`src/snowflake_pkg.sv`:
```
/* Shared types and memory map for the snowflake memory subsystem
   Word and mask types, region decode constants and system register indices */

package snowflake_pkg;

    // ============================================================
    // Types

    // Data and address words share one width
    typedef logic [31:0] word_t;

    // One bit per byte lane
    typedef logic [3:0] byte_mask_t;

    // ============================================================
    // Memory map

    // Main memory depth, 4 KB at 0x0000
    localparam int MEM_WORDS = 1024;

    // System register block depth, 256 bytes at 0x1000
    localparam int SYS_WORDS = 64;

    // Address bit that selects the system region
    localparam int SYSTEM_SEL_BIT = 12;

    // Page within the system region, address bits 11:8
    localparam logic [3:0] SYS_PAGE = 4'h0;

    // ============================================================
    // System register indices

    localparam int SYS_ID_WORD   = 0;
    localparam int SYS_GPIO_WORD = 1;

    // Read-only platform identifier
    localparam word_t SYS_ID_VALUE = 32'h534E_4F57;

endpackage
```
`src/snowflake_mem_if.sv`:
```
/* Single-port target bus
   The system bus drives the request side, the target returns read data */

`timescale 1ns/1ps

interface snowflake_mem_if;
    import snowflake_pkg::*;

    // Request side
    word_t      addr;
    word_t      wr_data;
    logic       en;
    logic       wr_en;
    byte_mask_t wr_mask;

    // Response, valid one cycle after en
    word_t      rd_data;

    modport bus (
        output addr, wr_data, en, wr_en, wr_mask,
        input  rd_data
    );

    modport target (
        input  addr, wr_data, en, wr_en, wr_mask,
        output rd_data
    );

endinterface

```
`src/snowflake_system_regs.sv`:
```
/* System register block with the platform ID, the GPIO output
   register and scratch words */

`timescale 1ns/1ps

module snowflake_system_regs (
    input  logic                  clk,
    input  logic                  rstz,
    snowflake_mem_if.target       port,
    output snowflake_pkg::word_t  gpio_out
);
    import snowflake_pkg::*;

    word_t regs [SYS_WORDS];

    logic [$clog2(SYS_WORDS)-1:0] word_idx;
    logic                         is_id_word;

    // Address bits 7:2 pick the word
    assign word_idx   = port.addr[$clog2(SYS_WORDS)+1:2];
    assign is_id_word = (word_idx == SYS_ID_WORD);

    // ============================================================
    // Register file

    always_ff @(posedge clk or negedge rstz) begin
        if (!rstz) begin
            for (int i = 0; i < SYS_WORDS; i++) begin
                regs[i] <= '0;
            end
        end else if (port.en && port.wr_en && !is_id_word) begin
            // ID word is read-only, writes to it are dropped
            for (int b = 0; b < 4; b++) begin
                if (port.wr_mask[b]) begin
                    regs[word_idx][8*b +: 8] <= port.wr_data[8*b +: 8];
                end
            end
        end
    end

    // ============================================================
    // Read port

    // Registered, holds until the next enabled cycle
    always_ff @(posedge clk) begin
        if (port.en) begin
            port.rd_data <= is_id_word ? SYS_ID_VALUE : regs[word_idx];
        end
    end

    // GPIO straight from its register
    assign gpio_out = regs[SYS_GPIO_WORD];

endmodule

```
`src/flat_wrapper.sv`:
```
// flat-port wrapper written by rule: the top's interface ports become plain ports
module snowflake_system_regs_flat import snowflake_pkg::*;
  (clk, rstz, gpio_out, port_addr, port_wr_data, port_en, port_wr_en, port_wr_mask, port_rd_data);
  snowflake_mem_if port_i ();
  input  logic clk;
  input  logic rstz;
  output snowflake_pkg::word_t gpio_out;
  input wire logic [$bits(port_i.addr)-1:0] port_addr;
  input wire logic [$bits(port_i.wr_data)-1:0] port_wr_data;
  input wire logic [$bits(port_i.en)-1:0] port_en;
  input wire logic [$bits(port_i.wr_en)-1:0] port_wr_en;
  input wire logic [$bits(port_i.wr_mask)-1:0] port_wr_mask;
  output wire logic [$bits(port_i.rd_data)-1:0] port_rd_data;
  assign port_i.addr = port_addr;
  assign port_i.wr_data = port_wr_data;
  assign port_i.en = port_en;
  assign port_i.wr_en = port_wr_en;
  assign port_i.wr_mask = port_wr_mask;
  assign port_rd_data = port_i.rd_data;
  snowflake_system_regs u_core (.clk(clk), .rstz(rstz), .port(port_i), .gpio_out(gpio_out));
endmodule
```
`config.mk`:
```
export PLATFORM = sky130hd
export DESIGN_NAME = snowflake_system_regs_flat
export DESIGN_NICKNAME = d
export VERILOG_FILES = /design/src/snowflake_pkg.sv /design/src/snowflake_mem_if.sv /design/src/snowflake_system_regs.sv /design/src/flat_wrapper.sv
export SDC_FILE = /design/constraint.sdc
export NUM_CORES = 2
export LEC_CHECK = 0
export BUFFER_PORTS_ARGS = -buffer_cell sky130_fd_sc_hd__buf_4
export CAP_MARGIN = 40
export CORE_AREA = 2 2 462 349
export CTS_CLUSTER_SIZE = 14
export DETAILED_ROUTE_END_ITERATION = 10
export DIE_AREA = 0 0 464 351
export GPL_ROUTABILITY_DRIVEN = 0
export PLACE_DENSITY = 0.76
export SYNTH_ARGS = -nofsm -noshare
export SYNTH_HDL_FRONTEND = slang
export SYNTH_SLANG_ARGS = --single-unit
```
`constraint.sdc`:
```
create_clock -name clk -period 4 [get_ports clk]
set_input_delay 0.2 -clock clk [delete_from_list [all_inputs] [get_ports clk]]
set_output_delay 0.2 -clock clk [all_outputs]
set_load 0.01 [all_outputs]
```
# --- Yosys cells after proc, flatten, opt, wreduce, memory -nomap -nowiden ---
# Cells that the tools add are included.
word_totals:
  reg_bits: 2080
  out_inout_bits: 64
  word_cells: 95
classes:
  order_cmp: 2
  n_mux: 22
  bitwise_logic: 1
  reduce_logical: 5
op_table:
  columns: ["op", "count"]
  rows:
  - ["$mux W2048", 7]
  - ["$bwmux W2048", 4]
  - ["$demux W32 S6", 4]
  - ["$bmux W32 S6", 1]
  - ["$mux W32", 3]
  - ["$mux W24", 1]
  - ["$mux W16", 1]
  - ["$mux W8", 1]
  - ["$ge A7 B7 Y1 const B", 1]
  - ["$lt A7 B1 Y1 const B", 1]
  - ["$not A6 Y7", 1]
  - ["$logic_not A6 Y1", 1]
  - ["$logic_and A1 B1 Y1", 3]
  - ["$logic_not A1 Y1", 1]

# --- Logic depth before layout (Yosys ltp) ---
depth:
  depth_word: 16
  ltp_mapped: 11
  mapped_depth_nobuf: 5

# --- Worst setup path after synthesis ---
# OpenSTA, ideal clock, no wires.
synth_timing:
  kind: "input-to-reg"
  startpoint: "input port_addr[2]"
  endpoint: "register u_core.port.rd_data[23] (data pin)"
  setup_time_ns: 0.266
  arrival_time_ns: 2.010
  slack_ns: 1.724
  cell_stages: 9
  path_buffers: 4
  cell_sequence: "buf_2 -> buf_6 -> buf_4 -> buf_2 -> mux4_2 -> mux2i_1 -> o22ai_1 -> a221oi_1 -> a21oi_1"
synth_between:
  elab_chain_cells: 4
  word_cells_on_any_way: 5
  classes_between: "mux (3); bitwise (1); reduce/logical (1)"
synth_rtl:
  columns: ["item", "line_no", "text"]
  rows:
  - ["from (decl)", "flat_wrapper.sv:8", "input wire logic [$bits(port_i.addr)-1:0] port_addr;"]
  - ["$not A6 Y7 (not written as such)", "snowflake_system_regs.sv:47", "port.rd_data <= is_id_word ? SYS_ID_VALUE : regs[word_idx];"]
  - ["$bmux W32 S6", "snowflake_system_regs.sv:47", null]
  - ["$mux W32 (not written as such) (2 in a row)", "snowflake_system_regs.sv:47", null]
  - ["to (signal assigned)", "snowflake_system_regs.sv:47", null]
  - ["to (decl)", "snowflake_mem_if.sv:26", "output rd_data"]
# Parallel ways exist; a longest one is shown, timed or not. The select of a mux whose other input is x is not followed.
# A chain may end at the register's enable or synchronous reset.

# --- Worst setup path in the final report ---
layout_timing:
  startpoint: "input port_addr[2]"
  endpoint: "register u_core.port.rd_data[30] (data pin)"
# The elaborated chain is that of the path after synthesis.

==> impl_metrics.py <==
metrics = {
    "clock_tree": {
        "tritoncts": "yes",
        "clockBufferDepth": 3,
        "cts_buffers": 192,
        "insertion_delay_ns": 0.86,
        "root_buffer": "clkbuf_16",
        "post-cts-setup-buffer-count": 0,
        "cts_resized": 0,
        "htree_levels": 4,
        "clk_pin_slew_ns": 0.06,
        "cts_sinks": 2062,
    },
    "floorplanning": {
        "chipHeight_um": 351,
        "num_rows": 127,
        "initial_utilization_pct": 59.5,
        "die_x_um": 464,
        "coreArea_um2": 159000,
        "die_area_um2": 163000,
        "boundaryPins": 136,
    },
    "worst_hold_path": {
        "min_path_type": "input port to async pin",
    },
    "global_routing": {
        "grt_pass1_vias": 62700,
        "antenna_found_initial": 19,
        "grt_overflow": 0,
        "grt_max_degree": 138,
        "grt_pass1_wl_um": 438000,
        "track_usage_pct": 36.8,
    },
    "final_layout": {
        "fillCellCount": 11100,
        "syn2layout_area_growth_pct": 11.7,
        "final_nets": 6673,
        "drive_gt1_share_pct": 50.9,
    },
    "worst_setup_path": {
        "crit_chain": "buf_8, buf_12, mux4_2, mux2i_1, o22ai_1, a211oi_1, nand4_1",
        "path_buf_inv": 2,
        "critical_path.max_fanout": 68,
        "slowest_stage": "buf_8",
        "critPathLaunchType": "input port",
        "endpoint_kind": "register",
        "criticalPathCategory": "input port to register",
        "worst_ep_arrival_time_ns": 3.28,
        "cp_data_required_time_ns": 4.54,
        "cp_top_family": "multiplexers",
        "max_stage_delay_ns": 0.66,
    },
    "route": {
        "vias": 61800,
        "post-route-drc-count": 0,
        "drtPass1Iterations": 6,
        "wl_per_cell_um": 33.7,
        "ant_nets": 0,
        "drt-initial-drc-count": 7626,
        "wl_um": 300000,
        "vias_per_cell": 6.95,
    },
    "timing": {
        "tns_ns": 0,
        "final_max_slew_viol_count": 0,
        "fin_crit_sh_pct": 68.6,
        "holdWs_ns": 0.0265,
        "fmax_mhz": 364,
        "skew_ns": 0.0304,
        "worst_slack_ns": 1.25,
        "min_period_ns": 2.75,
        "finalHoldViolCount": 0,
        "tightest_slew_ns": 0.985,
        "rsz0062_at_grt": "no",
        "setup_viol": 0,
        "max_slew_margin_pct": 34.3,
    },
    "place": {
        "port_buffers": 109,
        "pre_cts_ws_ns": 0.514,
        "place_hpwl_um": 195000,
    },
    "yosys": {
        "synth_edf_count": 32,
        "syn-num-nets": 6542,
        "synth.distinct_cells": 71,
        "muxShareOfSynthArea_pct": 32.6,
        "post_synth_inst_count": 6470,
        "yosys_warnings": 0,
        "synth.cell_area_um2": 94400,
        "yosys.area_share.simple_pct": 3.80,
        "synth-async-reset-ratio_pct": 98.4,
        "synthAdderAreaFrac_pct": 0,
        "synth-compound-area-share_pct": 5.86,
        "synthFlopType": "dfrtp_1",
        "synth_xor_xnor_area_share_pct": 0,
        "synth.avg_cell_area_um2": 14.6,
        "ys_ff_latch": 2062,
        "ys_seq_area_share_pct": 54.8,
        "synth_top_family_by_area": "multiplexers",
    },
    "power_and_ir_drop": {
        "total_power_mw": 45.3,
        "vdd_ir_drop_max_v": 0.000519,
        "p_per_area_nw_per_um2": 430,
        "p_leak_nw": 49.6,
    },
    "run_status": {
        "status": "finished clean",
    },
    "job": {
        "drv_cap": 0,
    },
}
[worst paths after layout]
| path | depth (start not counted) | from | to | slack, ns |
|---|---|---|---|---|
| min reg2reg | 0 | u_core.regs[2042] | u_core.regs[2042] | 0.37 |
| min in group clk | 2 | port_wr_data[25] | u_core.regs[1657] | 0.04 |
| max | 7 | port_addr[2] | u_core.port.rd_data[30] | 1.25 |
| min | 2 | rstz | u_core.regs[748] | 0.03 |
| max reg2reg | 6 | u_core.regs[225] | u_core.port.rd_data[1] | 1.41 |
| max in group asynchronous | 4 | rstz | u_core.regs[1820] | 2.57 |
[per-stage QoR]
stage | cells | instance area, um^2 | utilization (%)
after global placement | 8529 | 98900 | 62.3
after floorplan | 6470 | 94400 | -
final | 8901 | 105000 | 66.4
after detailed placement | 8532 | 98900 | 62.3
after CTS | 8883 | 105000 | 66.4
after global routing | 8893 | 105000 | 66.4
[state kept, by name, summed over array words and instances (netlist names)]
register and count:
u_core.port.rd_data 32, u_core.regs 1998, u_core.gpio_out 32
[what timing repair did]
item | CTS | global route
hold buffers | 1 | 0
hold endpoints to repair | 624 | 0
endpoints found under the setup margin | 0 | 0
[synthesized netlist by cell type, drive strengths merged, types with 32 or more instances]
| library cell | n | share of area [%] |
|---|---|---|
| a22oi | 187 | 1.5 |
| mux2i | 174 | 1.8 |
| mux2 | 2120 | 25 |
| a221oi | 169 | 1.6 |
| nor2 | 268 | 2.0 |
| edfxtp | 32 | 1.0 |
| buf | 297 | 1.8 |
| clkbuf | 271 | 1.1 |
| nand2 | 163 | 0.66 |
| dfrtp | 2030 | 54 |
| mux4 | 229 | 5.5 |
| o22ai | 84 | 0.56 |
| a21oi | 62 | 0.33 |
| o21ai | 33 | 0.17 |
[final cells by class]
class | count | area (um^2) | area share, %
Tap cell | 2128 | 2660 | 2.53
Clock buffer | 286 | 5620 | 5.33
Clock inverter | 64 | 788 | 0.748
Antenna cell | 16 | 40.0 | 0.0380
Inverter | 5 | 31.3 | 0.0297
Timing Repair Buffer | 505 | 4470 | 4.24
Multi-Input combinational cell | 3835 | 40100 | 38.0
Sequential cell | 2062 | 51800 | 49.1
[power breakdown]
| part | leakage, nW | internal [mW] | switching, mW |
|---|---|---|---|
| clock network | 3.16 | 10.7 | 8.18 |
| registers | 28.3 | 21.9 | 0.566 |
| logic | 18.1 | 1.59 | 2.39 |
[cells by family (layout without fill, tap and decap cells)]
group | after synthesis | after routing
AND/OR/NAND/NOR | 587 | 587
buffers and inverters | 573 | 860
flip-flops | 2062 | 2062
multiplexers | 2523 | 2523
other | 0 | 16
AO/OA/AOI/OAI | 725 | 725
[layer usage]
layer,GRT usage (%),part of all wire (%)
met4,19.9,6.0
met2,51.6,42
met5,2.13,0.19
met3,12.3,12
met1,50.7,39
[placed cells by master (no fill, tap or decap), drive strengths merged, types with 27 or more instances in the layout]
master,count
mux2,2120
dfrtp,2030
buf,504
clkbuf,286
nor2,268
mux4,229
a22oi,187
mux2i,174
a221oi,169
nand2,163
o22ai,84
a21oi,62
clkinv,42
o21ai,33
edfxtp,32
a221o,28
nand3,27
Power figures use the tool's default switching activity.
