$ cat config.mk
export PLATFORM = sky130hd
export DESIGN_NAME = snowflake_system_bus_flat
export DESIGN_NICKNAME = d
export VERILOG_FILES = /design/src/snowflake_pkg.sv /design/src/snowflake_mem_if.sv /design/src/snowflake_system_bus.sv /design/src/flat_wrapper.sv
export SDC_FILE = /design/constraint.sdc
export NUM_CORES = 1
export LEC_CHECK = 0
export ABC_AREA = 1
export BUFFER_PORTS_ARGS = -buffer_cell sky130_fd_sc_hd__buf_2
export CAP_MARGIN = 20
export CORE_AREA = 2 2 144 146
export CTS_CLUSTER_DIAMETER = 60
export DETAILED_ROUTE_END_ITERATION = 8
export DIE_AREA = 0 0 146 148
export PLACE_DENSITY = 0.5
export SYNTH_ARGS = -nofsm -noshare
export SYNTH_HDL_FRONTEND = slang
export SYNTH_SLANG_ARGS = --single-unit
$ cat constraint.sdc
create_clock -name clk -period 1.4 [get_ports clk]
set_clock_uncertainty 0.15 [all_clocks]
set_input_delay 0.14 -clock clk [delete_from_list [all_inputs] [get_ports clk]]
set_output_delay 0.14 -clock clk [all_outputs]
set_load 0.01 [all_outputs]
$ cat src/snowflake_pkg.sv
/* Shared types and memory map for the snowflake memory subsystem
   Word and mask types, region decode constants and system register indices */

package snowflake_pkg;

    // ============================================================
    // Types

    // Data and address words share one width
    typedef logic [31:0] word_t;

    // One bit per byte lane
    typedef logic [3:0] byte_mask_t;

    // ============================================================
    // Memory map

    // Main memory depth, 4 KB at 0x0000
    localparam int MEM_WORDS = 1024;

    // System register block depth, 256 bytes at 0x1000
    localparam int SYS_WORDS = 64;

    // Address bit that selects the system region
    localparam int SYSTEM_SEL_BIT = 12;

    // Page within the system region, address bits 11:8
    localparam logic [3:0] SYS_PAGE = 4'h0;

    // ============================================================
    // System register indices

    localparam int SYS_ID_WORD   = 0;
    localparam int SYS_GPIO_WORD = 1;

    // Read-only platform identifier
    localparam word_t SYS_ID_VALUE = 32'h534E_4F57;

endpackage
$ cat src/snowflake_mem_if.sv
/* Single-port target bus
   The system bus drives the request side, the target returns read data */

`timescale 1ns/1ps

interface snowflake_mem_if;
    import snowflake_pkg::*;

    // Request side
    word_t      addr;
    word_t      wr_data;
    logic       en;
    logic       wr_en;
    byte_mask_t wr_mask;

    // Response, valid one cycle after en
    word_t      rd_data;

    modport bus (
        output addr, wr_data, en, wr_en, wr_mask,
        input  rd_data
    );

    modport target (
        input  addr, wr_data, en, wr_en, wr_mask,
        output rd_data
    );

endinterface

$ cat src/snowflake_system_bus.sv
/* System bus routing the core fetch and data ports to main memory and
   the system register block, with data taking priority at the memory */

`timescale 1ns/1ps

module snowflake_system_bus (
    input  logic                      clk,
    input  logic                      rstz,
    input  snowflake_pkg::word_t      instr_addr,
    input  logic                      instr_req,
    input  snowflake_pkg::word_t      data_addr,
    input  snowflake_pkg::word_t      data_wr_data,
    input  snowflake_pkg::byte_mask_t data_wr_mask,
    input  logic                      data_rd_req,
    input  logic                      data_wr_req,
    output snowflake_pkg::word_t      instr_data,
    output logic                      instr_gnt,
    output snowflake_pkg::word_t      data_rd_data,
    output logic                      data_gnt,
    snowflake_mem_if.bus              mem,
    snowflake_mem_if.bus              sys
);
    import snowflake_pkg::*;

    logic is_system;
    logic is_sys_page;
    logic mem_data_access;
    logic sys_data_access;

    logic mem_instr_gnt;
    logic mem_data_gnt;
    logic sys_data_gnt;

    // ============================================================
    // Address decode

    assign is_system   = data_addr[SYSTEM_SEL_BIT];
    assign is_sys_page = (data_addr[11:8] == SYS_PAGE);

    assign mem_data_access = (data_rd_req | data_wr_req) & ~is_system;
    // Other system pages fall through with no enable
    assign sys_data_access = (data_rd_req | data_wr_req) & is_system & is_sys_page;

    // ============================================================
    // Target ports

    // Data wins the memory port over a fetch
    always_comb begin
        mem.en      = instr_req | mem_data_access;
        mem.wr_en   = data_wr_req & ~is_system;
        mem.addr    = mem_data_access ? data_addr : instr_addr;
        mem.wr_data = data_wr_data;
        mem.wr_mask = data_wr_mask;
    end

    always_comb begin
        sys.en      = sys_data_access;
        sys.wr_en   = data_wr_req & is_system & is_sys_page;
        sys.addr    = data_addr;
        sys.wr_data = data_wr_data;
        sys.wr_mask = data_wr_mask;
    end

    // ============================================================
    // Grants

    always_ff @(posedge clk or negedge rstz) begin
        if (!rstz) begin
            mem_instr_gnt <= 1'b0;
            mem_data_gnt  <= 1'b0;
            sys_data_gnt  <= 1'b0;
        end else begin
            mem_instr_gnt <= instr_req & ~mem_data_access;
            mem_data_gnt  <= mem_data_access;
            sys_data_gnt  <= sys_data_access;
        end
    end

    // Fetches only ever come from memory
    assign instr_gnt  = mem_instr_gnt;
    assign instr_data = mem.rd_data;

    assign data_gnt     = mem_data_gnt | sys_data_gnt;
    assign data_rd_data = sys_data_gnt ? sys.rd_data : mem.rd_data;

    // ============================================================
    // Checks

    // Core never reads and writes in the same cycle
    a_rd_wr_exclusive: assert property (@(posedge clk) disable iff (!rstz)
        !(data_rd_req && data_wr_req));

    // No fetch buffer, so a fetch held back by data must stay requested
    a_held_fetch_kept: assert property (@(posedge clk) disable iff (!rstz)
        (instr_req && mem_data_access) |=> instr_req);

    a_mem_addr_range: assert property (@(posedge clk) disable iff (!rstz)
        mem.en |-> ((mem.addr >> 2) < MEM_WORDS));

endmodule

$ cat src/flat_wrapper.sv
// flat-port wrapper written by rule: the top's interface ports become plain ports
module snowflake_system_bus_flat import snowflake_pkg::*;
  (clk, rstz, instr_addr, instr_req, data_addr, data_wr_data, data_wr_mask, data_rd_req, data_wr_req, instr_data, instr_gnt, data_rd_data, data_gnt, mem_addr, mem_wr_data, mem_en, mem_wr_en, mem_wr_mask, mem_rd_data, sys_addr, sys_wr_data, sys_en, sys_wr_en, sys_wr_mask, sys_rd_data);
  snowflake_mem_if mem_i ();
  snowflake_mem_if sys_i ();
  input  logic clk;
  input  logic rstz;
  input  snowflake_pkg::word_t instr_addr;
  input  logic instr_req;
  input  snowflake_pkg::word_t data_addr;
  input  snowflake_pkg::word_t data_wr_data;
  input  snowflake_pkg::byte_mask_t data_wr_mask;
  input  logic data_rd_req;
  input  logic data_wr_req;
  output snowflake_pkg::word_t instr_data;
  output logic instr_gnt;
  output snowflake_pkg::word_t data_rd_data;
  output logic data_gnt;
  output wire logic [$bits(mem_i.addr)-1:0] mem_addr;
  output wire logic [$bits(mem_i.wr_data)-1:0] mem_wr_data;
  output wire logic [$bits(mem_i.en)-1:0] mem_en;
  output wire logic [$bits(mem_i.wr_en)-1:0] mem_wr_en;
  output wire logic [$bits(mem_i.wr_mask)-1:0] mem_wr_mask;
  input wire logic [$bits(mem_i.rd_data)-1:0] mem_rd_data;
  output wire logic [$bits(sys_i.addr)-1:0] sys_addr;
  output wire logic [$bits(sys_i.wr_data)-1:0] sys_wr_data;
  output wire logic [$bits(sys_i.en)-1:0] sys_en;
  output wire logic [$bits(sys_i.wr_en)-1:0] sys_wr_en;
  output wire logic [$bits(sys_i.wr_mask)-1:0] sys_wr_mask;
  input wire logic [$bits(sys_i.rd_data)-1:0] sys_rd_data;
  assign mem_addr = mem_i.addr;
  assign mem_wr_data = mem_i.wr_data;
  assign mem_en = mem_i.en;
  assign mem_wr_en = mem_i.wr_en;
  assign mem_wr_mask = mem_i.wr_mask;
  assign mem_i.rd_data = mem_rd_data;
  assign sys_addr = sys_i.addr;
  assign sys_wr_data = sys_i.wr_data;
  assign sys_en = sys_i.en;
  assign sys_wr_en = sys_i.wr_en;
  assign sys_wr_mask = sys_i.wr_mask;
  assign sys_i.rd_data = sys_rd_data;
  snowflake_system_bus u_core (.clk(clk), .rstz(rstz), .instr_addr(instr_addr), .instr_req(instr_req), .data_addr(data_addr), .data_wr_data(data_wr_data), .data_wr_mask(data_wr_mask), .data_rd_req(data_rd_req), .data_wr_req(data_wr_req), .instr_data(instr_data), .instr_gnt(instr_gnt), .data_rd_data(data_rd_data), .data_gnt(data_gnt), .mem(mem_i), .sys(sys_i));
endmodule
======== Yosys cells after proc, flatten, opt, wreduce, memory -nomap -nowiden ========
Cells that the tools add are included.
Widths: inputs -> output; s select.
word-level totals
  bits in writable memories ............... 0
  memories ................................ 0
  bits in read-only memories .............. 0
  bits in latches ......................... 0
  input port bits ......................... 169
  register bits ........................... 3
cells by class
  multiply operators ...................... 0
  multiplexer cells ....................... 2
  shift-type cells ........................ 0
  bitwise operators ....................... 12
  reductions and logical operators ........ 1
  $add $sub $neg .......................... 0
  equal/unequal tests ..................... 0
  $lt $le $gt $ge ......................... 0
  divide/modulo/power cells ............... 0
operators by type and width
  kind             number
  $mux 32          2
  $and 1x1->1      7
  $logic_not 4->1  1
  $or 1x1->1       3
  $not 1->1        2

======== Depth between registers and ports, before layout ========
  depth after elaboration ................. 4
  gate-level depth with buffers ........... 5
  mapped depth without buffers ............ 4

======== Worst setup path before layout ========
No wires, ideal clock.
  path kind ............................... register to output
  from .................................... register u_core.sys_data_gnt
  to ...................................... output port data_rd_data[10]
  slack ................................... 0.239 ns
  required time ........................... 1.110 ns
  cell stages (with the launch flop) ...... 6
  arrival time ............................ 0.871 ns
  cells stage by stage .................... dfrtp_1 buf_2 inv_1 buf_4 nand2_1 nand2_1
between the ends
  word-level cells in the longest chain between the ends .. 1
RTL lines
  item                    RTL line                    text
  from (decl)             snowflake_system_bus.sv:32  logic sys_data_gnt;
  from (signal assigned)  snowflake_system_bus.sv:75  sys_data_gnt <= sys_data_access;
  $mux 32                 snowflake_system_bus.sv:84  assign data_rd_data = sys_data_gnt ? sys.rd_data : mem.rd_data;
  to (decl)               flat_wrapper.sv:17          output snowflake_pkg::word_t data_rd_data;
No other way between the ends.

======== Worst setup path after layout ========
  from .................................... register u_core.sys_data_gnt
  to ...................................... output port data_rd_data[7]
The elaborated chain is that of the path after synthesis.

==> impl_metrics.env <==
export IMPL_met3_usage=0.0401
export IMPL_total_power_mw=1.45
export IMPL_core_area_sq_mm=0.0200
export IMPL_finalHoldViolCount=0
export IMPL_ys_types=13
export IMPL_final_util=0.158
export IMPL_period_share=1.08
export IMPL_power_density_mw_per_mm2=456
export IMPL_synth_cell_area_sq_mm=0.00208
export IMPL_grt_first_pass_wirelength_microns=12600
export IMPL_diodes=0
export IMPL_antenna_left=0
export IMPL_synth_nets=534
export IMPL_cts_root_buf="clkbuf_16"
export IMPL_irDropWorstVdd_mv=0.246
export IMPL_grt_overflow_total=0
export IMPL_hold_path_class="input pin to flop"
export IMPL_worst_ep_arrival_time_ns=1.22
export IMPL_clk_pin_slew_worst_paths_ns=0.03
export IMPL_maxCapViolations=0
export IMPL_layout_drive_gt1_share=0.682
export IMPL_gp_congestion=0.730
export IMPL_required_ns=1.11
export IMPL_io_buffers=266
export IMPL_busiest_layer="met2"
export IMPL_cts_tree="done"
export IMPL_max_freq_mhz=661
export IMPL_leakagePower_nw=1.95
export IMPL_vias_per_cell=3.46
export IMPL_endpoint_kind="primary output"
export IMPL_die_area_sq_mm=0.0216
export IMPL_ys_top_cells_by_area="buf_4 (51%), nand2_1 (28%), nand3_1 (7.5%)"
export IMPL_fin_ws_ns=-0.112
export IMPL_violations="setup timing"
export IMPL_ys_seq_area_frac=0.0362
export IMPL_drc_errors=0
export IMPL_cts_buffers=3
export IMPL_start_util=0.104
export IMPL_grt_pass1_vias=2358
export IMPL_worstPathMaxFanout=8
export IMPL_synth_seq_cells=3
export IMPL_setup_viol=33
export IMPL_routed_wl_microns=9310
export IMPL_h_tree_depth=1
export IMPL_chipWidth_microns=146
export IMPL_wl_per_cell_microns=12.1
export IMPL_clock_sinks=3
export IMPL_status="finished with violations"
export IMPL_hpwlAfterDp_microns=7210
export IMPL_antenna_found_initial=1
export IMPL_synth_top_cell_by_area="buf_4"
export IMPL_clock_path_buffers=2
export IMPL_min_period_ns=1.51
export IMPL_cp_start_kind="flop"
export IMPL_worst_pin_slew_ns=0.273
export IMPL_worstSetupPathType="flop to primary output"
export IMPL_firstDrtPassIters=6
export IMPL_grt_util_met1=0.0789
export IMPL_ioPinCount=375
export IMPL_track_usage=0.0739
export IMPL_grt_use_met2=0.127
export IMPL_yosysWarnings=0
export IMPL_slew_headroom=0.817
export IMPL_num_vias=2662
export IMPL_grt_setup_unrepaired="true"
export IMPL_grt_start_max_net_pins=34
export IMPL_drt_iter0_markers=112
export IMPL_postSynthAreaPerCell_sq_um=5.69
export IMPL_slew_violations=0
export IMPL_finalNetCount=670
export IMPL_synthToLayoutAreaGrowth_pct=52.7
export IMPL_rows=52
export IMPL_yosysTopAreaCellShare=0.510
export IMPL_syn_inst=365
export IMPL_die_y_microns=148
kinds of logic after synthesis:
kind of cell	synth area share
AND/OR/NAND/NOR	0.395
buffers and inverters	0.561
flip-flops	0.0362
AO/OA/AOI/OAI	0.00784
cells in the final DEF (no fill, tap or decap):
| cell type | netlist | routed |
|---|---|---|
| buf_2 | 7 | 259 |
| nand2_1 | 157 | 113 |
| nand2_2 | 5 | 45 |
| nand3_1 | 31 | 31 |
| buf_6 | 4 | 9 |
| nor2_1 | 7 | 7 |
| buf_12 | 0 | 7 |
| nand2_4 | 1 | 5 |
| inv_1 | 5 | 4 |
| clkbuf_16 | 0 | 4 |
| buf_16 | 0 | 3 |
| buf_4 | 141 | 3 |
| inv_2 | 2 | 2 |
| dfrtp_1 | 3 | 2 |
| o21ai_4 | 1 | 1 |
| clkinv_4 | 0 | 1 |
| or2_4 | 0 | 1 |
| clkbuf_1 | 0 | 1 |
| dlygate4sd3_1 | 0 | 1 |
| dfrtp_2 | 0 | 1 |
path summary, 6_finish.rpt:
| kind | start | end | cells past startpoint |
|---|---|---|---|
| max | u_core.sys_data_gnt | data_rd_data[7] | 5 |
| min | instr_req | u_core.instr_gnt | 3 |
| max in group asynchronous | rstz | u_core.sys_data_gnt | 2 |
| min in group asynchronous | rstz | u_core.instr_gnt | 2 |
report_power, final:
group	switching (mW)	internal, mW	total, mW
clock	0.0741	0.375	0.449
combinational	0.480	0.423	0.903
sequential	0.00200	0.0915	0.0935
sequential cells by signal, indices dropped and copies added (netlist names):
register	flops
u_core.mem_data_gnt	1
u_core.sys_data_gnt	1
u_core.instr_gnt	1
worst max-delay path, cell delays in order, from the launching register on:
cell       delay (ns)
dfrtp_2          0.43
clkinv_4         0.11
clkbuf_16        0.19
nand2_2          0.06
nand2_1          0.06
buf_2            0.14
repair_timing:
item | in CTS | in global routing
pin swaps | 2 | 4
hold buffers | 1 | 0
resized for setup | 26 | 39
setup buffers | 5 | 0
hold endpoints to repair | 3 | 0
setup endpoints to repair | 33 | 33
cloned | 3 | 1
cell usage after synthesis (all sizes together):
cell type / number
buf: 152
o21ai: 1
nand2: 163
nand3: 31
or2: 1
dfrtp: 3
nor2: 7
inv: 7
area by class of cell:
class	count	area [sq um]
fillers	2310	16900
repair buffers	283	1680
clock buffers	4	78.8
flip-flops and latches	3	76.3
multi-input cells	203	968
inverters	7	31.3
well taps	270	338
metrics by stage:
step	TNS, ns	area [sq um]	std cells	setup slack, ns	hold slack, ns
3_3_place_gp	0	2720	756	0.115	-0.199
3_5_place_dp	0	2720	756	0.111	-0.197
5_1_grt	-4.16	3170	770	-0.143	0.0934
6_report	-2.78	3170	770	-0.112	0.0702
4_1_cts	-2.88	3010	769	-0.0983	0.0603
2_1_floorplan	0	2080	365	0.239	-0.306
per-layer routing:
| metal | part of all wire | routed length [microns] |
|---|---|---|
| met3 | 0.17 | 1620 |
| met1 | 0.34 | 3130 |
| met2 | 0.47 | 4340 |
| met5 | 0 | 0 |
| met4 | 0.024 | 223 |
Power figures use the tool's default switching activity.
